`src/fft_pkg.sv`:
```
package fft_pkg;

	localparam int N_POINTS   = 16;                     // Transform size
	localparam int LOG2_N     = 4;                      // Butterfly stage count
	localparam int IN_W       = 16;                     // Input part width
	localparam int DATA_W     = 20;                     // One growth bit per stage
	localparam int TW_W       = 16;                     // Twiddle part width
	localparam int TW_FRAC    = TW_W - 2;               // Q1.14 fraction bits
	localparam int PROD_W     = DATA_W + TW_W + 1;      // Complex product with carry
	localparam int ROUND_ADD  = 2 ** (TW_FRAC - 1);     // Half LSB of the product
	localparam int N_TW       = 12;                     // Twiddle table entries
	localparam int PIPE_DEPTH = LOG2_N + 1;             // Stage regs plus multiplier reg
	localparam int FILL_COUNT = N_POINTS - 1 + PIPE_DEPTH;
	localparam int FILL_W     = $clog2(FILL_COUNT + 1); // Fill counter width

	// Advance on which sample 0 of the first frame reaches each block.
	// Each hop adds the stage delay plus its output register
	localparam int ARRIVE_S1  = 0;
	localparam int ARRIVE_S2  = ARRIVE_S1 + N_POINTS / 2 + 1;
	localparam int ARRIVE_ROT = ARRIVE_S2 + N_POINTS / 4 + 1;
	localparam int ARRIVE_S3  = ARRIVE_ROT + 1;          // Rotator adds its register only
	localparam int ARRIVE_S4  = ARRIVE_S3 + N_POINTS / 8 + 1;

	typedef logic signed [IN_W-1:0]   in_sample_t;     // Input part
	typedef logic signed [DATA_W-1:0] sample_t;        // Internal and output part
	typedef logic signed [TW_W-1:0]   twiddle_t;       // Q1.14 coefficient part

	// W16^k real part, cos(2*pi*k/16)
	localparam twiddle_t tw_cos [N_TW] = '{
		16384, 15137, 11585, 6270,
		0, -6270, -11585, -15137,
		-16384, -15137, -11585, -6270
	};

	// W16^k imaginary part, -sin(2*pi*k/16)
	localparam twiddle_t tw_sin [N_TW] = '{
		0, -6270, -11585, -15137,
		-16384, -15137, -11585, -6270,
		0, 6270, 11585, 15137
	};

endpackage

```
`src/fft_flow_ctrl.sv`:
```
`timescale 1ns/1ns

module fft_flow_ctrl
	import fft_pkg::*;
(
	input  logic CLK,
	input  logic RST,
	input  logic in_valid_i,                   // Producer has a sample
	input  logic out_ready_i,                  // Consumer takes a bin
	output logic in_ready_o,
	output logic out_valid_o,
	output logic adv_o                         // Moves the whole data path
);

	logic [FILL_W-1:0] fill_q;                 // Advances so far, saturates at FILL_COUNT
	logic              filled;                 // First bin is at the output

	always_ff @(posedge CLK or posedge RST)
	begin
		if (RST)
			fill_q <= '0;
		else if (adv_o && !filled)
			fill_q <= fill_q + 1'b1;
	end

	assign filled = (fill_q == FILL_W'(FILL_COUNT));

	// While filling, the output is not meaningful and the input is always taken.
	// Once filled, one sample in means one bin out, so both sides must agree
	assign in_ready_o  = filled ? out_ready_i : 1'b1;
	assign out_valid_o = filled & in_valid_i;
	assign adv_o       = in_valid_i & in_ready_o;

endmodule

```
`config.mk`:
```
export PLATFORM = sky130hd
export DESIGN_NAME = fft_flow_ctrl
export DESIGN_NICKNAME = d
export VERILOG_FILES = /design/src/fft_pkg.sv /design/src/fft_flow_ctrl.sv
export SDC_FILE = /design/constraint.sdc
export NUM_CORES = 1
export LEC_CHECK = 0
export BUFFER_PORTS_ARGS = -buffer_cell sky130_fd_sc_hd__buf_2
export CAP_MARGIN = 20
export CORE_AREA = 2 2 39 41
export DETAILED_ROUTE_END_ITERATION = 6
export DIE_AREA = 0 0 41 43
export PLACE_DENSITY_LB_ADDON = 0.15
export SYNTH_ARGS = -nofsm -noshare
export SYNTH_HDL_FRONTEND = slang
export SYNTH_SLANG_ARGS = --single-unit
export TNS_END_PERCENT = 20
```
`constraint.sdc`:
```
create_clock -name CLK -period 2.1 [get_ports CLK]
set_input_delay 0.315 -clock CLK [delete_from_list [all_inputs] [get_ports CLK]]
set_output_delay 0.315 -clock CLK [all_outputs]
set_load 0.02 [all_outputs]
```
==> metrics <==
antenna viol nets, final 0; H-tree levels 1; Yosys warning count 0; worst-path fanout max 5; Post-Synth Simple-Gate Area 26.09%; Area growth syn-to-layout 30.00%; Synth Area in Adders 8.696%; final hold viol count 0; Synth Instances 26; Synth area leaders dfrtp_1 43%, xnor2_1 9.1%, ha_1 8.7%; Compound-Gate Fraction of Synth Area 3.478%; Seq cells post-synth 5; Worst-Skew Late Latency 0.25 ns; status complete, no violations; Leak Pwr 0.1900 nW; required time of the critical path 1.78 ns; design area 374.1 sq um; CTS Buf Count 3; Max Cap Viol 0; global-route wire length before repair 869 um; I/O Buffers 6; gpl congestion 0.6981; worst relative slew slack 86.33%; multiplexer share of the synthesized area 3.913%; Final Setup Violations 0; Final nets 44; worst vdd ir 372.1 uV; CTS root buf clkbuf_4; Slew Viols, Final 0; Post-Syn Nets 32; initial antenna violation count 0; Place WS 0.4716 ns; Site Rows 14; Detailed Routing Iterations Pass 1 2; fraction of layout cells with a size suffix above 1 40.54%; Chip Width 41 um; Avg WL per Cell 9.113 um; Cell Area, Synth 287.8 sq um; initial drt markers 1; Clock Skew 0.004346 ns; highest clock rate 0.5311 GHz; Largest register FFs 5; Regs by FF count fill_q: 5 flops; critical path launch point type register; CTS tree built; Initial Util 20.80%; Post-Syn Area per Cell 11.07 sq um; Power Density 1297 nW/um^2; Routed WL 483 um; DR vias/cell 3.925; Placed Area 337.8 sq um; diode count 0; largest register by flop count fill_q; Tmin final 1.883 ns; Reg clk slew, reported paths 0.05 ns; Seq/Total Area, Yosys 43.48%; Core ar. 1384 sq um; drt drc 0; worst min path class in -> reg; TNS Setup 0 ns; Slew @ Worst Pin 0.2048 ns; Synth cell types 15; crit end category output port; GRT Residual Overflow 0; Vias 208; share of the synthesized area in the top cell type 43.48%; clock sink count 5; Die Span Y 43 um; vias in the first global route 213; Synth area leader dfrtp_1; Total GRT Usage 8.375%; CP Class reg -> out; CP Data Arrival Time 1.57 ns; XOR/XNOR share of the synthesized area 9.130%; Die Area 1763 sq um; detailed placement HPWL 370.6 um; largest family of logic cells by synthesized area simple AND/OR/NAND/NOR gates; # IOs 7; Post-CTS Setup Repair Bufs 0; pin count of the biggest net entering global routing 8; Final WS setup 0.2170 ns; CTS Buffer Depth 2; RSZ-0062 raised after global routing false; Tcrit/Tclk final 89.67%
==> worst paths after layout <==
| kind | start | to | slack [ns] | depth (start not counted) |
|---|---|---|---|---|
| worst max-delay path | fill_q[0] | adv_o | 0.22 | 6 |
| worst min-delay path | in_valid_i | fill_q[3] | 0.41 | 3 |
| worst max register to register | fill_q[0] | fill_q[1] | 0.73 | 5 |
| worst min register to register | fill_q[3] | fill_q[3] | 0.50 | 1 |
| max in group asynchronous | RST | fill_q[0] | 1.41 | 3 |
| min in group asynchronous | RST | fill_q[3] | 0.51 | 3 |
==> per-layer routing <==
layer	wire length (um)	GRT usage, %
met5	0	0
met4	0	8.000
met3	23	4.712
met2	273	11.56
met1	186	8.170
==> logic make-up after synthesis <==
| group | count (synthesis) |
|---|---|
| multiplexers | 1 |
| AND/OR/NAND/NOR | 9 |
| AO/OA/AOI/OAI | 2 |
| adder cells (fa/ha/maj) | 2 |
| buffers and inverters | 4 |
| XOR/XNOR | 3 |
| flip-flops | 5 |
==> critical path, cell delays in order, from the launching register on <==
cell and delay, ns:
dfrtp_1 0.40, inv_1 0.08, ha_1 0.18, nand4b_4 0.12, or2_4 0.25, and2_4 0.14
buf_2 0.15
==> through the flow <==
stage / hold WS, ns / total power (W) / std cells / utilization [%]
2_1_floorplan: 0.09352 / 0.0003339 / 26 / -
3_3_place_gp: 0.2278 / 0.0003679 / 48 / 24.41
3_5_place_dp: 0.2287 / 0.0003723 / 48 / 24.41
4_1_cts: 0.4030 / 0.0004995 / 53 / 27.03
5_1_grt: 0.4101 / 0.0005357 / 53 / 27.03
6_report: 0.4068 / 0.0004854 / 53 / 27.03
==> area by class of cell <==
cell class,instances,area [sq um]
fill,153,1010
multi-input combinational,17,147.6
sequential,5,125.1
timing repair buffer,7,40.04
clock buffer,4,26.28
tap,16,20.02
inverter,4,15.01
==> synth_stat cells, drive strengths merged <==
| cell type | count |
|---|---|
| a21oi | 1 |
| dfrtp | 5 |
| nand4 | 1 |
| and2 | 1 |
| inv | 4 |
| nand2 | 1 |
| nor2 | 1 |
| and3 | 2 |
| o21ai | 1 |
| or2 | 1 |
| nand3 | 1 |
| nand4b | 1 |
| ha | 2 |
| xnor2 | 3 |
| mux2 | 1 |
==> power breakdown <==
group	switching (W)	internal, W	total [W]	leakage (nW)
Sequential	0.0000550	0.000147	0.000202	0.0580
Clock	0.0000431	0.0000721	0.000115	0.0150
Combinational	0.0000708	0.0000969	0.000168	0.117
==> layout by cell type, fill, tap and decap left out, drive strengths merged <==
master | synthesis | layout
xnor2 | 3 | 3
ha | 2 | 2
dfrtp | 5 | 5
a21oi | 1 | 1
clkbuf | 0 | 4
nand4b | 1 | 1
nor2 | 1 | 1
buf | 0 | 6
or2 | 1 | 1
dlygate4sd3 | 0 | 1
and3 | 2 | 2
inv | 4 | 4
nand2 | 1 | 1
nand3 | 1 | 1
mux2 | 1 | 1
o21ai | 1 | 1
and2 | 1 | 1
nand4 | 1 | 1
==> timing repair <==
action | in CTS | in global routing
hold endpoints to repair | 5 | 0
hold buffers | 1 | 0
resized for setup | 0 | 0
No activity file was read; power rests on OpenSTA's default activity.
