File: src/fft_pkg.sv
package fft_pkg;

	localparam int N_POINTS   = 16;                     // Transform size
	localparam int LOG2_N     = 4;                      // Butterfly stage count
	localparam int IN_W       = 16;                     // Input part width
	localparam int DATA_W     = 20;                     // One growth bit per stage
	localparam int TW_W       = 16;                     // Twiddle part width
	localparam int TW_FRAC    = TW_W - 2;               // Q1.14 fraction bits
	localparam int PROD_W     = DATA_W + TW_W + 1;      // Complex product with carry
	localparam int ROUND_ADD  = 2 ** (TW_FRAC - 1);     // Half LSB of the product
	localparam int N_TW       = 12;                     // Twiddle table entries
	localparam int PIPE_DEPTH = LOG2_N + 1;             // Stage regs plus multiplier reg
	localparam int FILL_COUNT = N_POINTS - 1 + PIPE_DEPTH;
	localparam int FILL_W     = $clog2(FILL_COUNT + 1); // Fill counter width

	// Advance on which sample 0 of the first frame reaches each block.
	// Each hop adds the stage delay plus its output register
	localparam int ARRIVE_S1  = 0;
	localparam int ARRIVE_S2  = ARRIVE_S1 + N_POINTS / 2 + 1;
	localparam int ARRIVE_ROT = ARRIVE_S2 + N_POINTS / 4 + 1;
	localparam int ARRIVE_S3  = ARRIVE_ROT + 1;          // Rotator adds its register only
	localparam int ARRIVE_S4  = ARRIVE_S3 + N_POINTS / 8 + 1;

	typedef logic signed [IN_W-1:0]   in_sample_t;     // Input part
	typedef logic signed [DATA_W-1:0] sample_t;        // Internal and output part
	typedef logic signed [TW_W-1:0]   twiddle_t;       // Q1.14 coefficient part

	// W16^k real part, cos(2*pi*k/16)
	localparam twiddle_t tw_cos [N_TW] = '{
		16384, 15137, 11585, 6270,
		0, -6270, -11585, -15137,
		-16384, -15137, -11585, -6270
	};

	// W16^k imaginary part, -sin(2*pi*k/16)
	localparam twiddle_t tw_sin [N_TW] = '{
		0, -6270, -11585, -15137,
		-16384, -15137, -11585, -6270,
		0, 6270, 11585, 15137
	};

endpackage

File: src/twiddle_rotator.sv
`timescale 1ns/1ns

module twiddle_rotator
	import fft_pkg::*;
(
	input  logic    CLK,
	input  logic    RST,
	input  logic    adv_i,                     // Pipeline advance
	input  sample_t in_re_i,
	input  sample_t in_im_i,
	output sample_t out_re_o,
	output sample_t out_im_o
);

	logic [LOG2_N-1:0] cnt_q;                  // Advances since reset, modulo frame
	logic [LOG2_N-1:0] idx;                    // Sample index inside the frame
	logic [1:0]        pat;                    // Multiplier of the quarter
	logic [3:0]        tw_exp;                 // Exponent of W16
	twiddle_t          w_re;
	twiddle_t          w_im;
	logic signed [PROD_W-1:0] p_re;            // Full precision product
	logic signed [PROD_W-1:0] p_im;
	logic signed [PROD_W-1:0] r_re;            // Rounded back to the data scale
	logic signed [PROD_W-1:0] r_im;

	always_ff @(posedge CLK or posedge RST)
	begin
		if (RST)
			cnt_q <= '0;
		else if (adv_i)
			cnt_q <= cnt_q + 1'b1;             // Wraps every frame
	end

	assign idx = cnt_q - LOG2_N'(ARRIVE_ROT);  // Align to the first sample of a frame

	// Quarters arrive in bit-reversed k order, so the exponent steps 0, 2, 1, 3
	always_comb
	begin
		case (idx[3:2])
			2'd0:    pat = 2'd0;
			2'd1:    pat = 2'd2;
			2'd2:    pat = 2'd1;
			default: pat = 2'd3;
		endcase
	end

	assign tw_exp = {2'b00, idx[1:0]} * {2'b00, pat}; // At most 9
	assign w_re   = tw_cos[tw_exp];
	assign w_im   = tw_sin[tw_exp];

	// (a+jb)(c+jd) = (ac-bd) + j(ad+bc)
	assign p_re = in_re_i * w_re - in_im_i * w_im;
	assign p_im = in_re_i * w_im + in_im_i * w_re;

	// Round half up, then drop the Q1.14 fraction
	assign r_re = (p_re + ROUND_ADD) >>> TW_FRAC;
	assign r_im = (p_im + ROUND_ADD) >>> TW_FRAC;

	always_ff @(posedge CLK or posedge RST)
	begin
		if (RST)
		begin
			out_re_o <= '0;
			out_im_o <= '0;
		end
		else if (adv_i)
		begin
			out_re_o <= r_re[DATA_W-1:0];      // Magnitude fits, |W| <= 1
			out_im_o <= r_im[DATA_W-1:0];
		end
	end

endmodule

File: config.mk
export PLATFORM = sky130hd
export DESIGN_NAME = twiddle_rotator
export DESIGN_NICKNAME = d
export VERILOG_FILES = /design/src/fft_pkg.sv /design/src/twiddle_rotator.sv
export SDC_FILE = /design/constraint.sdc
export NUM_CORES = 2
export LEC_CHECK = 0
export ABC_AREA = 1
export BUFFER_PORTS_ARGS = -buffer_cell sky130_fd_sc_hd__buf_2
export CORE_ASPECT_RATIO = 0.8
export CORE_MARGIN = 1.5
export CORE_UTILIZATION = 26
export DETAILED_ROUTE_END_ITERATION = 8
export PLACE_DENSITY_LB_ADDON = 0.1
export SLEW_MARGIN = 20
export SYNTH_ARGS = -nofsm -noshare
export SYNTH_HDL_FRONTEND = slang
export SYNTH_SLANG_ARGS = --single-unit
File: constraint.sdc
create_clock -name CLK -period 10.2 [get_ports CLK]
set_input_delay 0.51 -clock CLK [delete_from_list [all_inputs] [get_ports CLK]]
set_output_delay 0.51 -clock CLK [all_outputs]
set_load 0.02 [all_outputs]
==> flow_summary_export.csv <==
group,metric,value,unit
status,outcome,"finished, final reports clean",
synthesis,synth.avg_cell_area,8.57,um^2
sta,tightest_slew,1.13,ns
die,num_rows,138,
sta,max_slew_margin,24.6,%
cts,clk_pin_slew,0.09,ns
die,die_x,474,um
sta,fin_setup_tns,0,ns
sta,fin_crit,9.77,ns
synthesis,ys_types,42,
detailed_routing,via_count,34100,
die,die_area,0.180,mm^2
sta,hold_viol_final,0,
cts,clockRootBuffer,"clkbuf_16",
global_route,antenna_found_initial,15,
global_route,overflow,0,
synthesis,synth_seq_cells,44,
setup_path,cp-end-kind,"flop",
setup_path,worstPathRequired,10.44,ns
synthesis,yosysWarnings,0,
hold_path,hold_class,"in -> async",
die,start_util,26.2,%
sta,finalSetupViolCount,0,
cts,cts_tree,"yes",
synthesis,async_reset_ff_share,100,%
finish,area_delta_synth_final,8.82,%
setup_path,rr_startpoint,"cnt_q[1]",
detailed_routing,initialDrtViolationCount,2409,
setup_path,crit_type,"reg -> reg",
global_route,grt_pass1_vias,36300,
finish,final_nets,7123,
sta,finalCritPeriodShare,95.8,%
sta,slew_violations,0,
detailed_routing,routed_wl,179000,um
placed_design,post_dp_cell_area,0.0500,mm^2
setup_path,cp_slowest_cell,"fa_1",
detailed_routing,dr.pass1.iters,5,
global_route,grt_pass1_wl,262000,um
global_route,grt_use_met3,4.35,%
detailed_routing,drtAntennaViolNets,0,
detailed_routing,wire_per_inst,22.9,um
placed_design,finalWeightedCongestion,0.925,
sta,finalClockSkew,0.0137,ns
setup_path,crit_start,"cnt_q[1]",
placed_design,hpwl,157000,um
sta,rsz0062_at_grt,"no",
detailed_routing,drc_errors,0,
cts,clock_sinks,44,
detailed_routing,viasPerCell,4.35,
setup_path,arrival,10.01,ns
cts,cts_htree_levels,2,
die,core-area,0.177,mm^2
synthesis,synth_edf_count,0,
global_route,grt_usage,20.4,%
placed_design,place_inst,7821,
setup_path,cp_max_fo,16,
global_route,grt_start_max_net_pins,45,
cts,numCtsBuffers,5,
cts,hold_buffers,0,
synthesis,syn_area,0.0462,mm^2
finish,drive_above_1_share,5.41,%
global_route,busiest_layer,"met1",
finish,final_cell_mix,"inv_1 (1662), fa_1 (1303), nand2_1 (796)",
synthesis,ys.flop_type,"dfrtp_1",
global_route,grt.met2_usage,30.0,%
run,maxCapViolCount,0,
setup_path,critPathLaunchType,"flop",
placed_design,io_buffer_count,82,
synthesis,synth_nets,7063,
setup_path,max_stage_delay,0.57,ns
die,die_h,380,um
finish,final_area,0.0503,mm^2
cts,cts_max_path_buffers,2,
cts,clkLatencyLatePin,0.35,ns
synthesis,synthCells,5391,
finish,utilization,28.5,%
global_route,grtUsageMet1,31.0,%
finish,final_common_cell,"inv_1",
die,ios,83,
synthesis,ys_seq_area_share,2.38,%
sta,max_freq,102,MHz
finish,fin_cells,7835,
-- final timing paths --
| kind | end | slack, ns | cells after the start |
|---|---|---|---|
| max in group asynchronous | out_im_o[0] | 9.26 | 3 |
| worst max register to register | out_re_o[11] | 0.43 | 37 |
| min in group CLK | out_re_o[6] | 0.48 | 2 |
| worst max-delay path | out_re_o[11] | 0.43 | 37 |
| worst min-delay path | out_re_o[11] | 0.34 | 3 |
| worst min register to register | out_re_o[6] | 0.48 | 2 |
-- cell families (layout without fill, tap and decap cells) --
family          Yosys count  after routing  synth area share, %
simple gates           1618           1618                 13.8
compound gates          194            194                 2.46
other cells               0              3                    0
xor+xnor                 41             41                0.777
flops                    44             44                 2.38
buf+inv                1865           1926                 15.2
fa+ha+maj              1629           1629                 65.3
-- area by class of cell --
class | instances | area, um^2
Antenna cell | 3 | 7.51
Clock buffer | 5 | 125
Clock inverter | 3 | 42.5
Fill cell | 19100 | 126000
Inverter | 1694 | 6380
Multi-Input combinational cell | 3482 | 38100
Sequential cell | 44 | 1100
Tap cell | 2380 | 2980
Timing Repair Buffer | 224 | 1540
-- sequential cells by signal, indices dropped and copies added, names as in the netlist --
name,flops
out_re_o,20
out_im_o,20
cnt_q,4
-- synth_stat cells, types with 5 or more instances --
library cell     n  share of area [%]
fa_1          1303                 56
nor3_1          14               0.15
or2_2           10               0.14
o21bai_1        10               0.16
nand3b_1         7               0.11
nand2_2         10               0.14
o21ai_0         47               0.51
a21oi_1         63               0.68
inv_1         1667                 14
buf_1           12              0.097
a31oi_1         30               0.41
nor2_1         659                5.4
clkinv_1        14               0.11
buf_2           18               0.20
nand3_2          6               0.13
nor4_1           5              0.068
nand4_1         11               0.15
nand2_1        797                6.5
a21o_1          17               0.28
o21ai_1          9              0.097
nand3_1         92                1.0
xnor2_1         18               0.34
dfrtp_1         44                2.4
clkbuf_1       138                1.1
xor2_1          23               0.44
ha_1           326                8.8
inv_2           12              0.097
-- stage by stage --
stage,hold WS [ns],setup WS [ns]
after floorplan,0.460,1.32
after global placement,0.465,0.344
after detailed placement,0.465,0.307
after CTS,0.368,0.267
after global routing,0.405,0.0118
final,0.342,0.428
-- critical path: cells and delay by family, from the launching register on --
| family | cells | cell delay, ns |
|---|---|---|
| flops | 1 | 0.43 |
| fa+ha+maj | 12 | 5.27 |
| compound gates | 3 | 0.77 |
| simple gates | 13 | 1.97 |
| buf+inv | 9 | 1.14 |
-- metal layers --
metal | vias to the layer above | routed length (um)
met4 | 8 | 2650
met3 | 100 | 13000
met5 | - | 46
met1 | 17700 | 87300
li1 | 15200 | -
met2 | 1037 | 76200
-- repair_timing --
item                       CTS  global route
setup endpoints to repair    0            12
setup buffers                0             3
gates resized for setup      0             9
Power is left out: the tool's default activity adds up to more than one toggle a clock period on the data nets, which glitch-free logic cannot reach.
