<file path="src/fft_pkg.sv">
package fft_pkg;

	localparam int N_POINTS   = 16;                     // Transform size
	localparam int LOG2_N     = 4;                      // Butterfly stage count
	localparam int IN_W       = 16;                     // Input part width
	localparam int DATA_W     = 20;                     // One growth bit per stage
	localparam int TW_W       = 16;                     // Twiddle part width
	localparam int TW_FRAC    = TW_W - 2;               // Q1.14 fraction bits
	localparam int PROD_W     = DATA_W + TW_W + 1;      // Complex product with carry
	localparam int ROUND_ADD  = 2 ** (TW_FRAC - 1);     // Half LSB of the product
	localparam int N_TW       = 12;                     // Twiddle table entries
	localparam int PIPE_DEPTH = LOG2_N + 1;             // Stage regs plus multiplier reg
	localparam int FILL_COUNT = N_POINTS - 1 + PIPE_DEPTH;
	localparam int FILL_W     = $clog2(FILL_COUNT + 1); // Fill counter width

	// Advance on which sample 0 of the first frame reaches each block.
	// Each hop adds the stage delay plus its output register
	localparam int ARRIVE_S1  = 0;
	localparam int ARRIVE_S2  = ARRIVE_S1 + N_POINTS / 2 + 1;
	localparam int ARRIVE_ROT = ARRIVE_S2 + N_POINTS / 4 + 1;
	localparam int ARRIVE_S3  = ARRIVE_ROT + 1;          // Rotator adds its register only
	localparam int ARRIVE_S4  = ARRIVE_S3 + N_POINTS / 8 + 1;

	typedef logic signed [IN_W-1:0]   in_sample_t;     // Input part
	typedef logic signed [DATA_W-1:0] sample_t;        // Internal and output part
	typedef logic signed [TW_W-1:0]   twiddle_t;       // Q1.14 coefficient part

	// W16^k real part, cos(2*pi*k/16)
	localparam twiddle_t tw_cos [N_TW] = '{
		16384, 15137, 11585, 6270,
		0, -6270, -11585, -15137,
		-16384, -15137, -11585, -6270
	};

	// W16^k imaginary part, -sin(2*pi*k/16)
	localparam twiddle_t tw_sin [N_TW] = '{
		0, -6270, -11585, -15137,
		-16384, -15137, -11585, -6270,
		0, 6270, 11585, 15137
	};

endpackage

</file>
<file path="src/sdf_delay_line.sv">
`timescale 1ns/1ns

module sdf_delay_line
	import fft_pkg::*;
#(
	parameter int DEPTH = 8                   // Feedback length in samples
)(
	input  logic    CLK,
	input  logic    RST,
	input  logic    adv_i,                     // Shift enable
	input  sample_t wr_re_i,                   // Newest entry
	input  sample_t wr_im_i,
	output sample_t rd_re_o,                   // Oldest entry
	output sample_t rd_im_o
);

	sample_t sr_re [DEPTH];                    // Real part chain
	sample_t sr_im [DEPTH];                    // Imaginary part chain

	always_ff @(posedge CLK or posedge RST)
	begin
		if (RST)
		begin
			for (int i = 0; i < DEPTH; i++)
			begin
				sr_re[i] <= '0;                // Start from an empty memory
				sr_im[i] <= '0;
			end
		end
		else if (adv_i)
		begin
			sr_re[0] <= wr_re_i;
			sr_im[0] <= wr_im_i;
			for (int i = 1; i < DEPTH; i++)
			begin
				sr_re[i] <= sr_re[i-1];        // Move one slot toward the read end
				sr_im[i] <= sr_im[i-1];
			end
		end
	end

	assign rd_re_o = sr_re[DEPTH-1];           // Written DEPTH advances ago
	assign rd_im_o = sr_im[DEPTH-1];

endmodule

</file>
<file path="src/sdf_bf_stage.sv">
`timescale 1ns/1ns

module sdf_bf_stage
	import fft_pkg::*;
#(
	parameter int DEPTH  = 8,                  // Feedback delay
	parameter bit ROT_J  = 1'b0,               // Apply -j to the last quarter
	parameter int ARRIVE = 0                   // Advance of the first sample of frame 0
)(
	input  logic    CLK,
	input  logic    RST,
	input  logic    adv_i,                     // Pipeline advance
	input  sample_t in_re_i,
	input  sample_t in_im_i,
	output sample_t out_re_o,
	output sample_t out_im_o
);

	localparam int CW = $clog2(2 * DEPTH);     // Phase counter width, modulo 2*DEPTH
	localparam int QB = (CW > 1) ? CW - 2 : 0; // Quarter bit inside the fill half

	logic [CW-1:0] cnt_q;                      // Counts advances since reset
	logic [CW-1:0] phase;                      // Position of the current input in its group
	logic          bf_half;                    // Second half of the group
	logic          rot_j;                      // Output needs -j
	sample_t       mem_re;
	sample_t       mem_im;
	sample_t       wr_re;                      // Value fed back into the memory
	sample_t       wr_im;
	sample_t       fw_re;                      // Value sent forward before rotation
	sample_t       fw_im;

	always_ff @(posedge CLK or posedge RST)
	begin
		if (RST)
			cnt_q <= '0;
		else if (adv_i)
			cnt_q <= cnt_q + 1'b1;             // Wraps at 2*DEPTH
	end

	// Shift the count so phase 0 lines up with the first sample of a group
	assign phase   = cnt_q - CW'(ARRIVE);
	assign bf_half = phase[CW-1];
	assign rot_j   = ROT_J && !bf_half && phase[QB]; // Differences of the upper pair

	sdf_delay_line #(
		.DEPTH   (DEPTH)
	) u_delay_line (
		.CLK     (CLK),
		.RST     (RST),
		.adv_i   (adv_i),
		.wr_re_i (wr_re),
		.wr_im_i (wr_im),
		.rd_re_o (mem_re),
		.rd_im_o (mem_im)
	);

	always_comb
	begin
		if (bf_half)
		begin
			fw_re = mem_re + in_re_i;          // Sum goes forward
			fw_im = mem_im + in_im_i;
			wr_re = mem_re - in_re_i;          // Difference waits in the memory
			wr_im = mem_im - in_im_i;
		end
		else
		begin
			fw_re = mem_re;                    // Drain the previous differences
			fw_im = mem_im;
			wr_re = in_re_i;                   // Store the first half
			wr_im = in_im_i;
		end
	end

	always_ff @(posedge CLK or posedge RST)
	begin
		if (RST)
		begin
			out_re_o <= '0;
			out_im_o <= '0;
		end
		else if (adv_i)
		begin
			if (rot_j)
			begin
				out_re_o <= fw_im;             // -j*(a+jb) = b - ja
				out_im_o <= -fw_re;
			end
			else
			begin
				out_re_o <= fw_re;
				out_im_o <= fw_im;
			end
		end
	end

endmodule

</file>
<file path="config.mk">
export PLATFORM = sky130hd
export DESIGN_NAME = sdf_bf_stage
export DESIGN_NICKNAME = d
export VERILOG_FILES = /design/src/fft_pkg.sv /design/src/sdf_delay_line.sv /design/src/sdf_bf_stage.sv
export SDC_FILE = /design/constraint.sdc
export NUM_CORES = 1
export LEC_CHECK = 0
export BUFFER_PORTS_ARGS = -buffer_cell sky130_fd_sc_hd__buf_2
export CAP_MARGIN = 20
export CORE_UTILIZATION = 67
export CTS_CLUSTER_DIAMETER = 100
export DETAILED_ROUTE_END_ITERATION = 12
export PLACE_DENSITY = 0.85
export SYNTH_ARGS = -nofsm -noshare
export SYNTH_HDL_FRONTEND = slang
export SYNTH_HIERARCHICAL = 1
export SYNTH_SLANG_ARGS = --single-unit
</file>
<file path="constraint.sdc">
create_clock -name CLK -period 20.3 [get_ports CLK]
set_input_delay 3.045 -clock CLK [delete_from_list [all_inputs] [get_ports CLK]]
set_output_delay 3.045 -clock CLK [all_outputs]
set_load 0.02 [all_outputs]
</file>
==> results.cfg, run 1 <==
[drt]
routed_via_density = 5.894
post_drt_wl_per_cell_um = 19.02
final_antenna_net_count = 0
drc_errors = 0
initialDrtViolationCount = 667
wirelength_um = 37150
dr_total_vias = 11510
detail_route.first_pass.iterations = 4

[sta]
finalCriticalPeriod_ns = 5.511
final_report_hold_violation_count = 0
fin_setup_tns_ns = 0
tightestPinTransition_ns = 1.086
fmax_ghz = 0.1815
report.final.setup_viol = 0
final.setup_skew_ns = 0.008439
max_slew_margin = 0.2757
rsz_0062_raised_after_global_routing = false
final-max-slew-violation-count = 0
finalCritPeriodShare = 0.2715

[critical_path]
critical-path-slowest-cell = sky130_fd_sc_hd__o31ai_1
r2r_cells = 9
critical_path.max_stage_delay_ns = 0.55
cp.required_ns = 20.70
reg2reg_setup_slack_ns = 17.04
crit_chain = buf_2 > inv_1 > ha_1 > nor2b_1 > o21ai_1 > o31ai_1 > a31oi_1 > a211oi_1 > o221ai_1 > nand4_1 > nand3_1 > mux2_1
critical_path.max_fanout = 4
cp-start-kind = input pin
timing_worst_setup_path_type = input pin to flop
arrival_ns = 5.91
worst_r2r_startpoint = u_delay_line/rd_re_o[4]
worstSetupEndpointType = flop
worstReg2RegEnd = u_delay_line/sr_re[157]

[floorplan]
placementRows = 61
fp.coreArea_um2 = 27710
die_w_um = 169.6
io-pin-count = 83
die-area_um2 = 28780
start_util = 0.6797
fp.dieH_um = 169.6

[clocking]
cts.clk_slew.worst_paths_ns = 0.06
deepest_level_of_the_cts_h_tree = 2
clk_latency_ns = 0.52
cts-root-buf = sky130_fd_sc_hd__clkbuf_16
cts_hold_repair.buffers = 0
tritoncts_clock_tree = done
cts_buffers = 38
cts.sink_count = 364
clk_buf_depth = 3
postCtsSetupRepairBufs = 0
ctsResizeCount = 0

[power]
power.density_nw_per_um2 = 169.9
total_power_mw = 3.423
peak_ir_drop_on_the_vdd_network_v = 0.00009206
static-leakage-power_nw = 9.255

[run_status]
status = finished clean

[yosys]
sequential_cell_area_fraction_in_the_yosys_report = 0.4837
synthDominantAreaCellType = sky130_fd_sc_hd__dfrtp_1
number_of_flops_mapped_to_enable_cells_by_yosys = 0
synthCells = 1540
syn-mean-instance-area_um2 = 12.23
share_of_the_synthesized_area_in_the_top_cell_type = 0.4837
synth.lib_cells_used.distinct = 67
seq_cells_post_synth = 364
mappedNetlistArea_um2 = 18830
yosysMostFrequentCell = sky130_fd_sc_hd__dfrtp_1
synth_top_cells_by_count = 364 x sky130_fd_sc_hd__dfrtp_1, 202 x sky130_fd_sc_hd__mux2_2, 100 x sky130_fd_sc_hd__mux2_4
synth_async_reset_ratio = 1.000
biggest_area_contributors_in_the_synthesized_netlist = sky130_fd_sc_hd__dfrtp_1 48%, sky130_fd_sc_hd__mux2_2 12%, sky130_fd_sc_hd__mux2_4 8.0%, sky130_fd_sc_hd__ha_1 5.1%, sky130_fd_sc_hd__xnor2_1 2.2%
synthesized_netlist_net_count = 1664
ys.warnings.count = 6
postSynth.topFlopCell = sky130_fd_sc_hd__dfrtp_1

[place]
hpwl_um = 24730
routabilityCongestion = 0.9042
port_buffers = 82

[global_routing]
grt_remaining_overflow = 0
grt_pass1_wl_um = 61090
grt_antenna_before_repair = 1
largest_net_degree_at_the_start_of_global_routing = 191
via_count_of_the_first_global_routing_pass = 11750
groute.usage.overall = 0.2669

[min_path]
hold_start = out_re_o[16]
hold_depth = 1
min_path_type = flop to flop
worst_hold_path.endpoint = out_re_o[16]

[final_layout]
fillCellCount = 1830
syn2layout_area_growth_pct = 7.010
num-nets-final = 1675
drive_above_1_share = 0.2961

[run]
max_capacitance_violation_total = 0
-- metrics by stage --
step                  util  worst slack (ns)  instances  hold WS, ns  cell area (um^2)
global route        0.7273             14.61       1953       0.4926             20150
CTS                 0.7272             14.86       1952       0.4846             20150
global placement    0.6842             14.48       1889       0.4607             18960
detailed placement  0.6842             14.35       1889       0.4723             18960
finish              0.7273             14.79       1953       0.4799             20150
floorplan                -             8.399       1540       0.4452             18830
-- cells by family after synthesis --
logic type / share of synthesized area
DFF: 0.4837
muxes: 0.2272
AOI/OAI and AO/OA: 0.08824
and+or+nand+nor: 0.05761
buffers and inverters: 0.06173
adders and majority gates: 0.05542
xor gates and xnor gates: 0.02605
-- power by group --
group / leakage [nW] / total [mW] / switching [mW] / internal, mW
logic: 4.38 / 1.39 / 0.693 / 0.697
registers: 4.29 / 1.36 / 0.261 / 1.10
clock network: 0.585 / 0.672 / 0.280 / 0.392
-- worst max-delay path by stage --
| stage | slack [ns] | to | startpoint | cells past startpoint |
|---|---|---|---|---|
| 2_1_floorplan | 8.40 | u_delay_line/rd_im_o[0] | RST | 1 |
| 3_3_place_gp | 14.48 | u_delay_line/sr_re[155] | in_re_i[1] | 12 |
| 3_5_place_dp | 14.35 | u_delay_line/sr_re[155] | in_re_i[1] | 12 |
| 4_1_cts | 14.86 | u_delay_line/sr_re[157] | in_re_i[1] | 12 |
| 5_1_grt | 14.61 | u_delay_line/sr_re[157] | in_re_i[1] | 12 |
| 6_report | 14.79 | u_delay_line/sr_re[157] | in_re_i[1] | 12 |
-- cell type report --
cell class | instances | area [um^2] | share of cell area
Antenna cell | 1 | 2.502 | 0.0001242
Clock buffer | 50 | 1057 | 0.05247
Clock inverter | 13 | 133.9 | 0.006644
Inverter | 83 | 319.1 | 0.01583
Multi-Input combinational cell | 974 | 8559 | 0.4248
Sequential cell | 364 | 9112 | 0.4522
Tap cell | 378 | 473.0 | 0.02347
Timing Repair Buffer | 90 | 493.0 | 0.02446
-- critical path, delay by kind of cell --
family          cells  cell delay, ns
mux                 1            0.31
fa+ha+maj           1            0.32
compound gates      5            1.63
simple gates        3            0.41
buf+inv             2            0.19
-- per-layer routing --
metal  track usage  up-vias  part of all wire
met4        0.1018        0             0.030
met3       0.03382       83             0.029
met2        0.4496      205              0.50
met5             0        -                 0
li1              -     5368                 -
met1        0.3539     5855              0.44
-- state kept, by name, indices dropped and copies added, names as in the netlist --
register	count
out_im_o	20
u_delay_line/rd_re_o	20
cnt_q	4
out_re_o	20
u_delay_line/rd_im_o	20
u_delay_line/sr_re	140
u_delay_line/sr_im	140
-- layout by cell type, fill, tap and decap left out, types with 34 or more instances in the layout --
cell,n
sky130_fd_sc_hd__mux2_2,202
sky130_fd_sc_hd__buf_2,81
sky130_fd_sc_hd__dfrtp_1,363
sky130_fd_sc_hd__o21ai_1,39
sky130_fd_sc_hd__clkbuf_16,39
sky130_fd_sc_hd__nor2_1,77
sky130_fd_sc_hd__inv_1,73
sky130_fd_sc_hd__xnor2_1,48
sky130_fd_sc_hd__mux2_1,34
sky130_fd_sc_hd__ha_1,77
sky130_fd_sc_hd__mux2_4,100
sky130_fd_sc_hd__a21oi_1,76
sky130_fd_sc_hd__nand2_1,46
No activity file was read; power rests on OpenSTA's default activity.
==> run 2: changes to the inputs <==
--- a/config.mk
+++ b/config.mk
@@ -5,12 +5,13 @@
 export SDC_FILE = /design/constraint.sdc
 export NUM_CORES = 1
 export LEC_CHECK = 0
+export ABC_AREA = 1
 export BUFFER_PORTS_ARGS = -buffer_cell sky130_fd_sc_hd__buf_2
 export CAP_MARGIN = 20
-export CORE_UTILIZATION = 67
+export CORE_UTILIZATION = 56
 export CTS_CLUSTER_DIAMETER = 100
 export DETAILED_ROUTE_END_ITERATION = 12
-export PLACE_DENSITY = 0.85
+export PLACE_DENSITY = 0.75
 export SYNTH_ARGS = -nofsm -noshare
 export SYNTH_HDL_FRONTEND = slang
 export SYNTH_HIERARCHICAL = 1
==> constraint.sdc (replaced) <==
create_clock -name CLK -period 4.75 [get_ports CLK]
set_input_delay 0.7125 -clock CLK [delete_from_list [all_inputs] [get_ports CLK]]
set_output_delay 0.7125 -clock CLK [all_outputs]
set_load 0.02 [all_outputs]
==> results.cfg, run 2 <==
[drt]
wirelength_um = 48300
drc_errors = 0
final_antenna_net_count = 0
dr_total_vias = 16110
detail_route.first_pass.iterations = 5
post_drt_wl_per_cell_um = 15.56
initialDrtViolationCount = 1470
routed_via_density = 5.190

[yosys]
syn-mean-instance-area_um2 = 7.527
biggest_area_contributors_in_the_synthesized_netlist = sky130_fd_sc_hd__dfrtp_1 46%, sky130_fd_sc_hd__nand2_1 25%, sky130_fd_sc_hd__ha_1 4.9%, sky130_fd_sc_hd__inv_1 3.1%, sky130_fd_sc_hd__nand3_1 2.4%
sequential_cell_area_fraction_in_the_yosys_report = 0.4586
synth_top_cells_by_count = 1346 x sky130_fd_sc_hd__nand2_1, 364 x sky130_fd_sc_hd__dfrtp_1, 165 x sky130_fd_sc_hd__inv_1
yosysMostFrequentCell = sky130_fd_sc_hd__nand2_1
seq_cells_post_synth = 364
synthDominantAreaCellType = sky130_fd_sc_hd__dfrtp_1
postSynth.topFlopCell = sky130_fd_sc_hd__dfrtp_1
synthCells = 2639
synth_async_reset_ratio = 1.000
share_of_the_synthesized_area_in_the_top_cell_type = 0.4586
number_of_flops_mapped_to_enable_cells_by_yosys = 0
mappedNetlistArea_um2 = 19860
synth.lib_cells_used.distinct = 43
synthesized_netlist_net_count = 2763
ys.warnings.count = 6

[sta]
fin_worst_hold_slack_ns = 0.08675
finalCriticalPeriod_ns = 2.376
finalCritPeriodShare = 0.5003
final-max-slew-violation-count = 0
max_slew_margin = 0.2845
fmax_ghz = 0.4208
fin_setup_tns_ns = 0
report.final.setup_viol = 0
rsz_0062_raised_after_global_routing = false
final.setup.worst_slack_ns = 2.374
final_report_hold_violation_count = 0
tightestPinTransition_ns = 1.073
final.setup_skew_ns = 0.02670

[floorplan]
placementRows = 68
fp.dieH_um = 190.3
fp.coreArea_um2 = 34710
start_util = 0.5722
die_w_um = 190.3
io-pin-count = 83
die-area_um2 = 36230

[power]
static-leakage-power_nw = 12.11
power.density_nw_per_um2 = 543.8
peak_ir_drop_on_the_vdd_network_v = 0.0004797

[clocking]
cts-root-buf = sky130_fd_sc_hd__clkbuf_16
ctsResizeCount = 0
postCtsSetupRepairBufs = 0
cts.sink_count = 364
tritoncts_clock_tree = done
deepest_level_of_the_cts_h_tree = 2
cts_hold_repair.buffers = 0
clk_buf_depth = 3
clk_latency_ns = 0.55
cts.clk_slew.worst_paths_ns = 0.06
cts_buffers = 39

[critical_path]
arrival_ns = 2.79
critical_path.max_fanout = 4
critical-path-slowest-cell = sky130_fd_sc_hd__dfrtp_1
critical_path.max_stage_delay_ns = 0.39
worst_r2r_startpoint = u_delay_line/rd_im_o[0]
cp-start-kind = flop
critical-path-top-delay-family = simple AND/OR/NAND/NOR gates
timing_worst_setup_path_type = flop to flop
critical_path.startpoint = u_delay_line/rd_im_o[0]
cp.required_ns = 5.17
critical-path-top-cell-by-count = sky130_fd_sc_hd__nand2_1
worstSetupEndpointType = flop
crit_chain = inv_1 > ha_1 > fa_1 > inv_1 > nand3_1 > nand2_1 > nand3_1 > nand2_1 > nand3_1 > nand2_1 > nand2_1 > nand3_1 > o21ai_1 > nand2_1 > nand2_1
bufs_and_invs_on_worst_path = 2

[global_routing]
via_count_of_the_first_global_routing_pass = 14890
grt_remaining_overflow = 0
largest_net_degree_at_the_start_of_global_routing = 204
grt_pass1_wl_um = 77830
grt_antenna_before_repair = 1
groute.usage.overall = 0.2715

[min_path]
min_path_type = input pin to async pin

[final_layout]
top_regs = u_delay_line/sr_im x140, u_delay_line/sr_re x140
most-common-layout-cells = 1346 x sky130_fd_sc_hd__nand2_1, 363 x sky130_fd_sc_hd__dfrtp_1, 163 x sky130_fd_sc_hd__inv_1
fillCellCount = 3130
syn2layout_area_growth_pct = 6.387
final_common_cell = sky130_fd_sc_hd__nand2_1
num-nets-final = 2745
drive_above_1_share = 0.08421
finish.utilization = 0.6087

[place]
dp_slack_ns = 1.990
hpwl_um = 33390
port_buffers = 82
routabilityCongestion = 1.002

[run]
max_capacitance_violation_total = 0

[run_status]
status = finished clean
[run 2: worst paths after layout]
check	endpoint	slack, ns	cells past startpoint
setup / recovery	u_delay_line/sr_im[156]	2.37	15
hold / removal	u_delay_line/rd_im_o[4]	0.09	2
setup reg to reg	u_delay_line/sr_im[156]	2.37	15
hold reg to reg	u_delay_line/sr_im[97]	0.46	2
max in group asynchronous	u_delay_line/sr_re[36]	3.45	3
min in group CLK	u_delay_line/sr_im[97]	0.46	2
[run 2: routing by layer]
layer	GRT usage	vias up	routed length (um)
li1	-	8049	-
met1	0.4343	7554	24480
met2	0.3789	448	19590
met3	0.04803	60	3469
met4	0.05785	0	755
met5	0	-	0
[run 2: kinds of logic after synthesis]
group / synth area share
flip-flops: 0.4586
AND/OR/NAND/NOR: 0.3245
XOR/XNOR: 0.009260
adder cells (fa/ha/maj): 0.05254
buffers and inverters: 0.09663
AO/OA/AOI/OAI: 0.05846
[run 2: worst register-to-register path, cell delays in order, from the launching register on]
cell	delay, ns
sky130_fd_sc_hd__dfrtp_1	0.39
sky130_fd_sc_hd__inv_1	0.09
sky130_fd_sc_hd__ha_1	0.23
sky130_fd_sc_hd__fa_1	0.37
sky130_fd_sc_hd__inv_1	0.13
sky130_fd_sc_hd__nand3_1	0.11
sky130_fd_sc_hd__nand2_1	0.14
sky130_fd_sc_hd__nand3_1	0.12
sky130_fd_sc_hd__nand2_1	0.16
sky130_fd_sc_hd__nand3_1	0.11
sky130_fd_sc_hd__nand2_1	0.07
sky130_fd_sc_hd__nand2_1	0.04
sky130_fd_sc_hd__nand3_1	0.07
sky130_fd_sc_hd__o21ai_1	0.08
sky130_fd_sc_hd__nand2_1	0.10
sky130_fd_sc_hd__nand2_1	0.07
[run 2: area by class of cell]
class                           instances  area (um^2)  area share
Antenna cell                            1        2.502   0.0001184
Clock buffer                           60         1185     0.05607
Clock inverter                          8        165.2    0.007816
Inverter                              186        709.4     0.03357
Multi-Input combinational cell       1937         8835      0.4181
Sequential cell                       364         9112      0.4312
Tap cell                              455        569.3     0.02694
Timing Repair Buffer                   93        553.0     0.02617
[run 2: where the power goes]
| group | leakage (nW) | internal (mW) | switching, mW |
|---|---|---|---|
| clock | 0.660 | 1.89 | 1.23 |
| combinational | 6.79 | 1.19 | 2.38 |
| sequential | 4.67 | 4.05 | 0.745 |
| total | 12.1 | 7.14 | 4.36 |
[run 2: per-stage QoR]
step                total power, mW  instances  area, um^2
floorplan                     7.386       2639       19870
global placement              8.265       3035       19780
detailed placement            8.342       3035       19780
CTS                           11.53       3103       21130
global route                  12.28       3103       21130
finish                        11.49       3104       21130
